## config.mk

```make
export PLATFORM = sky130hd
export DESIGN_NAME = rv_pipe_top
export DESIGN_NICKNAME = d
export VERILOG_FILES = /design/src/source/rv_pipe_pkg.sv /design/src/source/dec_exe_if.sv /design/src/source/instr_buffer.sv /design/src/source/register_file.sv /design/src/source/decode_stage.sv /design/src/source/execute_stage.sv /design/src/source/rv_pipe_top.sv
export SDC_FILE = /design/constraint.sdc
export NUM_CORES = 2
export LEC_CHECK = 0
export BUFFER_PORTS_ARGS = -buffer_cell sky130_fd_sc_hd__buf_4
export CORE_MARGIN = 8
export CORE_UTILIZATION = 50
export DETAILED_ROUTE_END_ITERATION = 10
export PLACE_DENSITY = 0.77
export SLEW_MARGIN = 20
export SYNTH_ARGS = -nofsm -noshare
export SYNTH_HDL_FRONTEND = slang
export SYNTH_HIERARCHICAL = 1
export SYNTH_SLANG_ARGS = --single-unit
export TNS_END_PERCENT = 100
```

## constraint.sdc

```tcl
create_clock -name clk -period 20.7 [get_ports clk]
set_input_delay 2.07 -clock clk [delete_from_list [all_inputs] [get_ports clk]]
set_output_delay 2.07 -clock clk [all_outputs]
set_load 0.01 [all_outputs]
```

## src/source/rv_pipe_pkg.sv

```systemverilog
`default_nettype none

package rv_pipe_pkg;

  // ##############################
  // Widths
  // ##############################

  typedef logic [31:0] xlen_t;
  typedef logic [4:0]  reg_addr_t;
  typedef logic [31:0] instr_t;
  typedef logic [3:0]  ecause_t;

  // ##############################
  // Exception causes
  // ##############################

  localparam ecause_t cause_misaligned_fetch = 4'd0;
  localparam ecause_t cause_illegal          = 4'd2;
  localparam ecause_t cause_breakpoint       = 4'd3;
  localparam ecause_t cause_ecall_m          = 4'd11;

  // ##############################
  // Major opcodes
  // ##############################

  localparam logic [6:0] opc_op     = 7'b0110011;
  localparam logic [6:0] opc_op_imm = 7'b0010011;
  localparam logic [6:0] opc_lui    = 7'b0110111;
  localparam logic [6:0] opc_auipc  = 7'b0010111;
  localparam logic [6:0] opc_jal    = 7'b1101111;
  localparam logic [6:0] opc_jalr   = 7'b1100111;
  localparam logic [6:0] opc_branch = 7'b1100011;
  localparam logic [6:0] opc_system = 7'b1110011;

  // ALU operations. pass_b serves LUI and the link value.
  typedef enum logic [3:0] {
    alu_add,
    alu_sub,
    alu_sll,
    alu_slt,
    alu_sltu,
    alu_xor,
    alu_srl,
    alu_sra,
    alu_or,
    alu_and,
    alu_pass_b
  } alu_op_e;

  typedef enum logic [2:0] {
    bcu_none,
    bcu_beq,
    bcu_bne,
    bcu_blt,
    bcu_bge,
    bcu_bltu,
    bcu_bgeu
  } bcu_op_e;

endpackage

`default_nettype wire

```

## src/source/dec_exe_if.sv

```systemverilog
`default_nettype none
`timescale 1ns/1ns

interface dec_exe_if;
  import rv_pipe_pkg::*;

  logic      valid;
  xlen_t     pc;
  reg_addr_t rd;
  logic      wren;
  alu_op_e   alu_op;
  xlen_t     operand_a;
  xlen_t     operand_b;
  logic      jump;
  xlen_t     target;
  logic      exception;
  ecause_t   ecause;

  modport dec (
    output valid, pc, rd, wren, alu_op, operand_a, operand_b,
    output jump, target, exception, ecause
  );

  modport exe (
    input valid, pc, rd, wren, alu_op, operand_a, operand_b,
    input jump, target, exception, ecause
  );

endinterface

`default_nettype wire

```

## src/source/instr_buffer.sv

```systemverilog
`default_nettype none
`timescale 1ns/1ns

module instr_buffer #(
  parameter int BUF_DEPTH = 4
) (
  input  logic                clk,
  input  logic                rst,
  input  logic                instr_valid,
  input  rv_pipe_pkg::xlen_t  instr_pc,
  input  rv_pipe_pkg::instr_t instr_word,
  input  logic                pop,
  output logic                instr_credit,
  output logic                empty,
  output rv_pipe_pkg::xlen_t  head_pc,
  output rv_pipe_pkg::instr_t head_word
);
  import rv_pipe_pkg::*;

  localparam int PTR_W = (BUF_DEPTH > 1) ? $clog2(BUF_DEPTH) : 1;
  localparam int CNT_W = $clog2(BUF_DEPTH + 1);

  xlen_t  pc_mem   [BUF_DEPTH];
  instr_t word_mem [BUF_DEPTH];

  logic [PTR_W-1:0] wr_ptr;
  logic [PTR_W-1:0] rd_ptr;
  logic [CNT_W-1:0] count;

  function automatic logic [PTR_W-1:0] next_ptr(logic [PTR_W-1:0] ptr);
    return (ptr == PTR_W'(BUF_DEPTH - 1)) ? '0 : ptr + 1'b1;
  endfunction

  always_ff @(posedge clk) begin
    if (instr_valid) begin
      pc_mem[wr_ptr]   <= instr_pc;
      word_mem[wr_ptr] <= instr_word;
    end
  end

  always_ff @(posedge clk) begin
    if (rst == 0) begin
      wr_ptr       <= '0;
      rd_ptr       <= '0;
      count        <= '0;
      instr_credit <= 1'b0;
    end else begin
      if (instr_valid) begin
        wr_ptr <= next_ptr(wr_ptr);
      end
      if (pop) begin
        rd_ptr <= next_ptr(rd_ptr);
      end
      case ({instr_valid, pop})
        2'b10:   count <= count + 1'b1;
        2'b01:   count <= count - 1'b1;
        default: count <= count;
      endcase
      // One credit back to the agent per popped entry.
      instr_credit <= pop;
    end
  end

  assign empty     = (count == '0);
  assign head_pc   = pc_mem[rd_ptr];
  assign head_word = word_mem[rd_ptr];

endmodule

`default_nettype wire

```

## src/source/register_file.sv

```systemverilog
`default_nettype none
`timescale 1ns/1ns

module register_file (
  input  logic                   clk,
  input  logic                   rst,
  input  rv_pipe_pkg::reg_addr_t raddr1,
  input  rv_pipe_pkg::reg_addr_t raddr2,
  output rv_pipe_pkg::xlen_t     rdata1,
  output rv_pipe_pkg::xlen_t     rdata2,
  input  logic                   wr_en,
  input  rv_pipe_pkg::reg_addr_t wr_addr,
  input  rv_pipe_pkg::xlen_t     wr_data
);
  import rv_pipe_pkg::*;

  // x0 has no storage.
  xlen_t regs [1:31];

  always_ff @(posedge clk) begin
    if (rst == 0) begin
      for (int i = 1; i < 32; i++) begin
        regs[i] <= '0;
      end
    end else if (wr_en && (wr_addr != '0)) begin
      regs[wr_addr] <= wr_data;
    end
  end

  // No write bypass here; decode forwards from execute instead.
  assign rdata1 = (raddr1 == '0) ? '0 : regs[raddr1];
  assign rdata2 = (raddr2 == '0) ? '0 : regs[raddr2];

endmodule

`default_nettype wire

```

## src/source/decode_stage.sv

```systemverilog
`default_nettype none
`timescale 1ns/1ns

module decode_stage (
  input  logic                   clk,
  input  logic                   rst,
  input  logic                   empty,
  input  rv_pipe_pkg::xlen_t     head_pc,
  input  rv_pipe_pkg::instr_t    head_word,
  input  rv_pipe_pkg::xlen_t     rdata1,
  input  rv_pipe_pkg::xlen_t     rdata2,
  input  logic                   fwd_valid,
  input  rv_pipe_pkg::reg_addr_t fwd_rd,
  input  rv_pipe_pkg::xlen_t     fwd_data,
  input  logic                   advance,
  output logic                   pop,
  output rv_pipe_pkg::reg_addr_t raddr1,
  output rv_pipe_pkg::reg_addr_t raddr2,
  dec_exe_if.dec                 de
);
  import rv_pipe_pkg::*;

  logic [6:0] opcode;
  logic [2:0] funct3;
  logic [6:0] funct7;
  reg_addr_t  rd, rs1, rs2;
  xlen_t      imm_i, imm_u, imm_j, imm_b;
  xlen_t      src1, src2;
  xlen_t      op_a, op_b, target;
  alu_op_e    alu_op;
  bcu_op_e    bcu_op;
  logic       illegal, is_ecall, is_ebreak;
  logic       wren, jump, exception;
  ecause_t    ecause;

  // alt picks sub or sra.
  function automatic alu_op_e alu_from_funct3(logic [2:0] f3, logic alt);
    case (f3)
      3'b000:  return alt ? alu_sub : alu_add;
      3'b001:  return alu_sll;
      3'b010:  return alu_slt;
      3'b011:  return alu_sltu;
      3'b100:  return alu_xor;
      3'b101:  return alt ? alu_sra : alu_srl;
      3'b110:  return alu_or;
      default: return alu_and;
    endcase
  endfunction

  // ##############################
  // Fields and operands
  // ##############################

  assign opcode = head_word[6:0];
  assign rd     = head_word[11:7];
  assign funct3 = head_word[14:12];
  assign rs1    = head_word[19:15];
  assign rs2    = head_word[24:20];
  assign funct7 = head_word[31:25];

  assign imm_i = {{20{head_word[31]}}, head_word[31:20]};
  assign imm_u = {head_word[31:12], 12'b0};
  assign imm_j = {{12{head_word[31]}}, head_word[19:12], head_word[20],
                  head_word[30:21], 1'b0};
  assign imm_b = {{20{head_word[31]}}, head_word[7], head_word[30:25],
                  head_word[11:8], 1'b0};

  assign raddr1 = rs1;
  assign raddr2 = rs2;

  assign src1 = (fwd_valid && (fwd_rd == rs1) && (rs1 != '0)) ? fwd_data : rdata1;
  assign src2 = (fwd_valid && (fwd_rd == rs2) && (rs2 != '0)) ? fwd_data : rdata2;

  // ##############################
  // Decode
  // ##############################

  always_comb begin
    illegal   = 1'b0;
    is_ecall  = 1'b0;
    is_ebreak = 1'b0;
    wren      = 1'b0;
    jump      = 1'b0;
    alu_op    = alu_add;
    bcu_op    = bcu_none;
    op_a      = src1;
    op_b      = src2;
    target    = '0;

    case (opcode)
      opc_op: begin
        wren    = 1'b1;
        alu_op  = alu_from_funct3(funct3, funct7[5]);
        illegal = !((funct7 == 7'b0000000) ||
                    ((funct7 == 7'b0100000) && ((funct3 == 3'b000) || (funct3 == 3'b101))));
      end
      opc_op_imm: begin
        wren   = 1'b1;
        op_b   = imm_i;
        alu_op = alu_from_funct3(funct3, (funct3 == 3'b101) && funct7[5]);
        if (funct3 == 3'b001) begin
          illegal = (funct7 != 7'b0000000);
        end else if (funct3 == 3'b101) begin
          illegal = (funct7 != 7'b0000000) && (funct7 != 7'b0100000);
        end
      end
      opc_lui: begin
        wren   = 1'b1;
        alu_op = alu_pass_b;
        op_b   = imm_u;
      end
      opc_auipc: begin
        wren = 1'b1;
        op_a = head_pc;
        op_b = imm_u;
      end
      opc_jal: begin
        wren   = 1'b1;
        jump   = 1'b1;
        alu_op = alu_pass_b;
        op_b   = head_pc + 32'd4;
        target = head_pc + imm_j;
      end
      opc_jalr: begin
        wren    = 1'b1;
        jump    = 1'b1;
        alu_op  = alu_pass_b;
        op_b    = head_pc + 32'd4;
        target  = (src1 + imm_i) & ~32'd1;
        illegal = (funct3 != 3'b000);
      end
      opc_branch: begin
        target = head_pc + imm_b;
        case (funct3)
          3'b000:  bcu_op = bcu_beq;
          3'b001:  bcu_op = bcu_bne;
          3'b100:  bcu_op = bcu_blt;
          3'b101:  bcu_op = bcu_bge;
          3'b110:  bcu_op = bcu_bltu;
          3'b111:  bcu_op = bcu_bgeu;
          default: illegal = 1'b1;
        endcase
      end
      opc_system: begin
        is_ecall  = (head_word == 32'h00000073);
        is_ebreak = (head_word == 32'h00100073);
        illegal   = !(is_ecall || is_ebreak);
      end
      default: illegal = 1'b1;
    endcase

    case (bcu_op)
      bcu_beq:  jump = (src1 == src2);
      bcu_bne:  jump = (src1 != src2);
      bcu_blt:  jump = ($signed(src1) < $signed(src2));
      bcu_bge:  jump = ($signed(src1) >= $signed(src2));
      bcu_bltu: jump = (src1 < src2);
      bcu_bgeu: jump = (src1 >= src2);
      default:  jump = jump;
    endcase

    exception = 1'b1;
    if (illegal) begin
      ecause = cause_illegal;
    end else if (is_ebreak) begin
      ecause = cause_breakpoint;
    end else if (is_ecall) begin
      ecause = cause_ecall_m;
    end else if (jump && target[1]) begin
      ecause = cause_misaligned_fetch;
    end else begin
      exception = 1'b0;
      ecause    = '0;
    end

    if (exception) begin
      wren = 1'b0;
      jump = 1'b0;
    end
  end

  assign pop = advance && !empty;

  // ##############################
  // Output register
  // ##############################

  always_ff @(posedge clk) begin
    if (rst == 0) begin
      de.valid <= 1'b0;
    end else if (advance) begin
      de.valid <= !empty;
    end
  end

  always_ff @(posedge clk) begin
    if (advance) begin
      de.pc        <= head_pc;
      de.rd        <= rd;
      de.wren      <= wren;
      de.alu_op    <= alu_op;
      de.operand_a <= op_a;
      de.operand_b <= op_b;
      de.jump      <= jump;
      de.target    <= target;
      de.exception <= exception;
      de.ecause    <= ecause;
    end
  end

endmodule

`default_nettype wire

```

## src/source/execute_stage.sv

```systemverilog
`default_nettype none
`timescale 1ns/1ns

module execute_stage #(
  parameter int RETIRE_CREDITS = 2
) (
  input  logic                   clk,
  input  logic                   rst,
  dec_exe_if.exe                 de,
  input  logic                   retire_credit,
  output logic                   advance,
  output logic                   fwd_valid,
  output rv_pipe_pkg::reg_addr_t fwd_rd,
  output rv_pipe_pkg::xlen_t     fwd_data,
  output logic                   wr_en,
  output rv_pipe_pkg::reg_addr_t wr_addr,
  output rv_pipe_pkg::xlen_t     wr_data,
  output logic                   retire_valid,
  output rv_pipe_pkg::xlen_t     retire_pc,
  output rv_pipe_pkg::reg_addr_t retire_rd,
  output logic                   retire_wren,
  output rv_pipe_pkg::xlen_t     retire_wdata,
  output logic                   retire_jump,
  output rv_pipe_pkg::xlen_t     retire_target,
  output logic                   retire_exception,
  output rv_pipe_pkg::ecause_t   retire_ecause
);
  import rv_pipe_pkg::*;

  localparam int CRED_W = $clog2(RETIRE_CREDITS + 1);

  xlen_t            result;
  logic [CRED_W-1:0] credits;
  logic             has_credit;
  logic             r_valid;

  // ##############################
  // ALU
  // ##############################

  always_comb begin
    case (de.alu_op)
      alu_add:  result = de.operand_a + de.operand_b;
      alu_sub:  result = de.operand_a - de.operand_b;
      alu_sll:  result = de.operand_a << de.operand_b[4:0];
      alu_slt:  result = {31'b0, $signed(de.operand_a) < $signed(de.operand_b)};
      alu_sltu: result = {31'b0, de.operand_a < de.operand_b};
      alu_xor:  result = de.operand_a ^ de.operand_b;
      alu_srl:  result = de.operand_a >> de.operand_b[4:0];
      alu_sra:  result = xlen_t'($signed(de.operand_a) >>> de.operand_b[4:0]);
      alu_or:   result = de.operand_a | de.operand_b;
      alu_and:  result = de.operand_a & de.operand_b;
      default:  result = de.operand_b;
    endcase
  end

  assign fwd_valid = de.valid && de.wren;
  assign fwd_rd    = de.rd;
  assign fwd_data  = result;

  // Results reach the register file as the instruction enters the retire
  // register, so decode never needs anything older than execute.
  assign wr_en   = de.valid && de.wren && advance;
  assign wr_addr = de.rd;
  assign wr_data = result;

  // ##############################
  // Retire and credits
  // ##############################

  assign has_credit   = (credits != '0);
  assign advance      = !r_valid || has_credit;
  assign retire_valid = r_valid && has_credit;

  always_ff @(posedge clk) begin
    if (rst == 0) begin
      r_valid <= 1'b0;
      credits <= CRED_W'(RETIRE_CREDITS);
    end else begin
      if (advance) begin
        r_valid <= de.valid;
      end
      case ({retire_credit, retire_valid})
        2'b10:   credits <= credits + 1'b1;
        2'b01:   credits <= credits - 1'b1;
        default: credits <= credits;
      endcase
    end
  end

  always_ff @(posedge clk) begin
    if (advance) begin
      retire_pc        <= de.pc;
      retire_rd        <= de.rd;
      retire_wren      <= de.wren;
      retire_wdata     <= result;
      retire_jump      <= de.jump;
      retire_target    <= de.target;
      retire_exception <= de.exception;
      retire_ecause    <= de.ecause;
    end
  end

endmodule

`default_nettype wire

```

## src/source/rv_pipe_top.sv

```systemverilog
`default_nettype none
`timescale 1ns/1ns

module rv_pipe_top #(
  parameter int BUF_DEPTH      = 4,
  parameter int RETIRE_CREDITS = 2
) (
  input  logic                   clk,
  input  logic                   rst,
  input  logic                   instr_valid,
  input  rv_pipe_pkg::xlen_t     instr_pc,
  input  rv_pipe_pkg::instr_t    instr_word,
  output logic                   instr_credit,
  input  logic                   retire_credit,
  output logic                   retire_valid,
  output rv_pipe_pkg::xlen_t     retire_pc,
  output rv_pipe_pkg::reg_addr_t retire_rd,
  output logic                   retire_wren,
  output rv_pipe_pkg::xlen_t     retire_wdata,
  output logic                   retire_jump,
  output rv_pipe_pkg::xlen_t     retire_target,
  output logic                   retire_exception,
  output rv_pipe_pkg::ecause_t   retire_ecause
);
  import rv_pipe_pkg::*;

  logic      pop;
  logic      empty;
  xlen_t     head_pc;
  instr_t    head_word;
  reg_addr_t raddr1, raddr2;
  xlen_t     rdata1, rdata2;
  logic      fwd_valid;
  reg_addr_t fwd_rd;
  xlen_t     fwd_data;
  logic      advance;
  logic      wr_en;
  reg_addr_t wr_addr;
  xlen_t     wr_data;

  dec_exe_if de_if ();

  instr_buffer #(
    .BUF_DEPTH (BUF_DEPTH)
  ) u_buffer (
    .clk          (clk),
    .rst          (rst),
    .instr_valid  (instr_valid),
    .instr_pc     (instr_pc),
    .instr_word   (instr_word),
    .pop          (pop),
    .instr_credit (instr_credit),
    .empty        (empty),
    .head_pc      (head_pc),
    .head_word    (head_word)
  );

  decode_stage u_decode (
    .clk       (clk),
    .rst       (rst),
    .empty     (empty),
    .head_pc   (head_pc),
    .head_word (head_word),
    .rdata1    (rdata1),
    .rdata2    (rdata2),
    .fwd_valid (fwd_valid),
    .fwd_rd    (fwd_rd),
    .fwd_data  (fwd_data),
    .advance   (advance),
    .pop       (pop),
    .raddr1    (raddr1),
    .raddr2    (raddr2),
    .de        (de_if.dec)
  );

  register_file u_regs (
    .clk     (clk),
    .rst     (rst),
    .raddr1  (raddr1),
    .raddr2  (raddr2),
    .rdata1  (rdata1),
    .rdata2  (rdata2),
    .wr_en   (wr_en),
    .wr_addr (wr_addr),
    .wr_data (wr_data)
  );

  execute_stage #(
    .RETIRE_CREDITS (RETIRE_CREDITS)
  ) u_execute (
    .clk              (clk),
    .rst              (rst),
    .de               (de_if.exe),
    .retire_credit    (retire_credit),
    .advance          (advance),
    .fwd_valid        (fwd_valid),
    .fwd_rd           (fwd_rd),
    .fwd_data         (fwd_data),
    .wr_en            (wr_en),
    .wr_addr          (wr_addr),
    .wr_data          (wr_data),
    .retire_valid     (retire_valid),
    .retire_pc        (retire_pc),
    .retire_rd        (retire_rd),
    .retire_wren      (retire_wren),
    .retire_wdata     (retire_wdata),
    .retire_jump      (retire_jump),
    .retire_target    (retire_target),
    .retire_exception (retire_exception),
    .retire_ecause    (retire_ecause)
  );

endmodule

`default_nettype wire

```

* Word level (Yosys, flattened, before mapping) *
Memory sizes are Yosys's and may differ from the RTL's. A register that Yosys moved wholly into a read port is not among the register bits.
Index checks and enable logic that the tools add are counted.

cells by class
  add/subtract/negate cells = 12
  magnitude comparators = 6
  equal/unequal tests = 44
  shift operators = 3
  mux-type cells = 49
  bitwise operators = 3
  reductions and logical operators = 43

operators by type and width
  cell                   count
  $pmux 32 s10           1
  $mux 32                6
  $pmux 32 s3            2
  $add 32x32->32         4
  $lt 32x32->1           4
  $ge 32x32->1           2
  $pmux 4 s7             2
  $add 32x3->32 const B  1
  $and 32x32->32         1
  $eq 32x21->1 const B   1
  $eq 32x32->1           1
  $eq 32x7->1 const B    1
  $ne 32x32->1           1
  $or 32x32->32          1
  $reduce_or 32->1       1
  $shl 32x5->32          1
  $shr 32x5->32          1
  $sshr 32x5->32         1
  $sub 32x32->32         1
  $xor 32x32->32         1
  $eq 7x7->1 const B     4
  $mux 1                 23
  $eq 3x3->1 const B     7
  $eq 7x6->1 const B     3
  38 further kinds       89

storage, ports and cells
  flip-flop bits (word level) = 264
  memory bits (writable) = 1248
  bits of input ports = 68
  output and inout port bits = 110
  word-level logic and storage cells = 189
  memories = 3

memory list
  name               words  bits a word  rd ports  clocked after memory_dff  write ports  line                 RTL
  u_regs.regs        31     32           2         0                         31           register_file.sv:18  xlen_t regs [1:31];
  u_buffer.pc_mem    4      32           1         1                         1            instr_buffer.sv:23   xlen_t pc_mem [BUF_DEPTH];
  u_buffer.word_mem  4      32           1         1                         1            instr_buffer.sv:24   instr_t word_mem [BUF_DEPTH];

* Logic depth before layout (Yosys ltp) *
  depth after elaboration = 11
  mapped depth = 26
  gate-level depth less buffers = 26

* Hierarchy *
The synthesis kept the hierarchy.

by module, submodules not included
  module         instances  cells each  area each (um2)  sequential area each (um2)
  register_file  1          3505        54214.5          30749.5
  execute_stage  1          1432        12650.9          3303.2
  decode_stage   1          1060        11060.6          4314.1
  instr_buffer   1          382         9794.4           7887.6

* Least setup slack after synthesis *
OpenSTA, ideal clock, no wires.

  path type = flip-flop to flip-flop
  from = register u_execute.credits[0]
  to = memory u_regs/regs[20][0] (netlist name), enable pin
  library setup time = 0.466 ns
  data arrival time = 8.998 ns
  required time = 20.234 ns
  slack = 11.236 ns
  cell stages (with the launch flop) = 9
  path buffers = 1
  period minus slack after synthesis = 9.464 ns
  cells stage by stage = dfxtp_1 > nor2_1 > and2_1 > inv_1 > and2_1 > nand2_1 > or3_1 > clkbuf_1 > o21ai_0

RTL lines
  item                    line                 RTL
  start, declared         execute_stage.sv:33  logic [CRED_W-1:0] credits;
  start signal, assigned  execute_stage.sv:78  credits <= CRED_W'(RETIRE_CREDITS);
  start signal, assigned  execute_stage.sv:84  2'b10: credits <= credits + 1'b1;
  start signal, assigned  execute_stage.sv:85  2'b01: credits <= credits - 1'b1;
  end, declared           register_file.sv:18

==> out/metrics.csv <==
stage,metric,value,unit
pwr,worst vdd ir,0.225,mV
floorplanning,Die Area,189000,um^2
clock_tree,clk_lat worst skew,0.83,ns
final_layout,finished layout cell area,96600,um^2
timing,fmax,120,MHz
flow_run,# Max-Cap Violations,0,
critical_path,Worst Path Arrival,8.91,ns
floorplanning,Die X,435,um
final_layout,"leading cell types in the layout, fill and taps excluded","edfxtp_1 (1531), and2_1 (1015), mux4_2 (591)",
grt,vias in the first global route,60700,
critical_path,crit path max-delay cell type,mux4_4,
timing,worst relative slew slack,10.2,%
timing,final slew viol count,0,
final_layout,"most common cell after layout, fill and taps aside",edfxtp_1,
timing,Period minus WS final,8.35,ns
grt,initial antenna violation count,22,
drt,post-DR vias/cell,7.05,
clock_tree,clock root cell,clkbuf_16,
logic_synthesis,Synth Cell Area,87700,um^2
logic_synthesis,asr flop ratio synth,0,%
critical_path,"slowest stage delay, CP",0.90,ns
logic_synthesis,"Avg Cell Area, Syn",13.8,um^2
critical_path,CP cell instances,"buf_4, mux4_4, buf_4, buf_4, mux4_2, mux4_2, o22ai_1, nor3_1, mux2_2, ha_1, a21o_1, a21oi_1, nor2_1, nor2_1, o21ai_0, o41ai_1, o31ai_1, a21oi_1, mux2i_1, nand4_1",
logic_synthesis,sequential-to-total area share from yosys stat,52.7,%
timing,Worst-Margin Slew,1.34,ns
critical_path,crit start category,register,
timing,Final Cycle Share,40.4,%
outcome,status,"complete, no violations",
final_layout,share of layout cells above drive strength 1,22.3,%
critical_path,"reg-to-reg slack, setup",12.35,ns
pwr,power density cells,174,nW/um^2
clock_tree,htree depth,4,
logic_synthesis,prevailing post-synth register cell,edfxtp_1,
logic_synthesis,Netlist cell types,104,
grt,global-route wire length before repair,439000,um
floorplanning,core area,174000,um^2
floorplanning,I/O pins,178,
grt,grt total ovfl,0,
final_layout,P&R area growth vs syn,10.1,%
timing,Max Clock Skew,0.0425,ns
drt,WL/cell,35.5,um
logic_synthesis,Synth Register Bits,1545,
grt,GRT Overall Usage,31.7,%
clock_tree,clk buf depth,3,
floorplanning,std cell rows,153,
placed_design,input/output buffers,177,
critical_path,WP buf/inv,3,
pwr,Leak,35.0,nW
clock_tree,"CTS clk-pin slew, worst paths",0.07,ns
clock_tree,Post-CTS Setup Repair Bufs,0,
floorplanning,Initial Util,50.4,%
drt,Post-DRT Antenna Nets,0,
drt,DRT iter0 DRCs,10300,
drt,vias,62000,
clock_tree,Hold Buf Count CTS,0,
placed_design,GPL Wtd Cong,1.02,
timing,Setup TNS,0,ns
pwr,total power,16.8,mW
timing,RSZ-0062 raised after global routing,false,
placed_design,placed cell area,91500,um^2
drt,# DRC,0,
critical_path,Crit Path Class,reg -> reg,
critical_path,Top delay family on crit path,multiplexers,
clock_tree,clock buffer count from CTS,155,
grt,largest net degree at the start of global routing,155,
timing,Fin. Hold Viols,0,
critical_path,CP required,21.25,ns
logic_synthesis,Post-synth EDFFs,1531,
critical_path,critical path's most frequent cell,buf_4,
drt,drt total wl,313000,um
timing,setup violators final,0,
drt,drt pass-1 iters,7,
logic_synthesis,Cells after Synth,6379,
logic_synthesis,Ys Warns,6,
clock_tree,CTS tree,yes,
final_layout,# nets final,6614,
min_path,Min-Delay Path Class,reg -> reg,
floorplanning,Die Y,435,um
critical_path,Crit. End Element,register,
critical_path,Crit Path Max Fanout,54,
clock_tree,Sink Count,1545,
final_layout,fill cell count,13400,
placed_design,Post-DP HPWL,198000,um
clock_tree,Post-CTS Resized,0,
-- final timing paths --
kind / startpoint / to / depth (start not counted)
min: u_decode/de.target[8] / u_execute/retire_target[8] / 0
max reg2reg: register / u_decode/de.target[30] / 20
max: register / u_decode/de.target[30] / 20
min reg2reg: u_decode/de.target[8] / u_execute/retire_target[8] / 0
-- cell usage after synthesis (14+ instances only) --
library cell  number  area share (%)
buf_1             22           0.094
mux4_2           595              15
nand2b_1          30            0.21
mux2_2           102             1.3
o211ai_1          16            0.14
a2111oi_0         22            0.22
edfxtp_1        1531              52
a2111oi_1         41            0.47
clkbuf_1         373             1.6
xnor2_1           71            0.71
nor4_1            26            0.19
nor2b_1           41            0.29
o21a_1            21            0.18
a31oi_1           23            0.16
a22o_1            55            0.55
a21o_1            77            0.66
inv_1            121            0.52
and3_1            19            0.14
and2_1          1020             7.3
dfxtp_1           14            0.32
a22oi_1           37            0.32
a211oi_1          44            0.38
nand3_1           63            0.36
xor2_1            49            0.49
mux2i_1          223             2.5
nand2_1          154            0.66
buf_2             61            0.35
a21oi_1          227             1.3
a221oi_1          46            0.46
o21ai_0          183             1.0
ha_1             197             2.8
buf_6             28            0.36
nor2_1           255             1.1
o22ai_1          134            0.96
buf_4             96            0.82
or3_1             16            0.11
o21bai_1          29            0.25
nand4_1           26            0.19
nor3_1            93            0.53
-- registers in the layout, summed over array words and instances (netlist names), 32 cells and up, named ones only --
register                 flops
u_regs/regs               1024
u_buffer/pc_mem            128
u_buffer/word_mem          128
u_decode/de.operand_a       32
u_decode/de.operand_b       32
u_decode/de.pc              32
u_decode/de.target          32
u_execute/retire_pc         32
u_execute/retire_target     32
u_execute/retire_wdata      32
-- metal layers --
| layer | global-route usage, % | part of all wire (%) | up-vias | routed length (um) |
|---|---|---|---|---|
| met3 | 10.3 | 14 | 1414 | 42600 |
| met2 | 48.6 | 45 | 5294 | 140000 |
| li1 | - | - | 24500 | - |
| met5 | 0 | 0.040 | - | 124 |
| met4 | 22.2 | 8.6 | 16 | 27000 |
| met1 | 38.0 | 33 | 30800 | 103000 |
-- cells by family after synthesis --
group | after synthesis | synth area share (%)
AND/OR/NAND/NOR | 1810 | 11.7
buffers and inverters | 712 | 3.92
flip-flops | 1545 | 52.7
AO/OA/AOI/OAI | 1059 | 8.21
adder cells (fa/ha/maj) | 202 | 2.92
multiplexers | 929 | 19.3
XOR/XNOR | 120 | 1.20
other | 2 | 0.00856
-- stage by stage --
| step | hold WS [ns] | setup WS (ns) | instances | utilization [%] |
|---|---|---|---|---|
| floorplan | 0.400 | 11.24 | 6410 | - |
| global placement | 0.400 | 12.73 | 8510 | 52.5 |
| detailed placement | 0.405 | 12.72 | 8512 | 52.6 |
| CTS | 0.418 | 12.68 | 8795 | 55.5 |
| global route | 0.423 | 12.12 | 8796 | 55.5 |
| finish | 0.417 | 12.35 | 8803 | 55.5 |
-- worst reg2reg max path: cells and delay by family (launching register included) --
family          cells  cell delay (ns)
mux                 5             2.58
compound gates      7             2.38
buf+inv             3             1.95
simple gates        4             0.48
fa+ha+maj           1             0.41
flops               1             0.32
-- where the power goes --
group	switching, mW	leakage (nW)	internal (mW)	total, mW
registers	0.295	15.8	3.92	4.22
logic	6.54	16.8	3.17	9.71
clock network	1.24	2.47	1.61	2.85
total	8.07	35.0	8.70	16.8
-- layout make-up --
type | instances | area (um^2) | share of cell area (%)
diodes | 8 | 20.0 | 0.0207
clock buffers | 191 | 4120 | 4.26
multi-input cells | 4153 | 39000 | 40.4
inverters | 123 | 469 | 0.486
repair buffers | 366 | 2830 | 2.93
well taps | 2325 | 2910 | 3.01
clock inverters | 92 | 968 | 1.00
flip-flops and latches | 1545 | 46300 | 47.9
(Power assumes the default switching activity.)
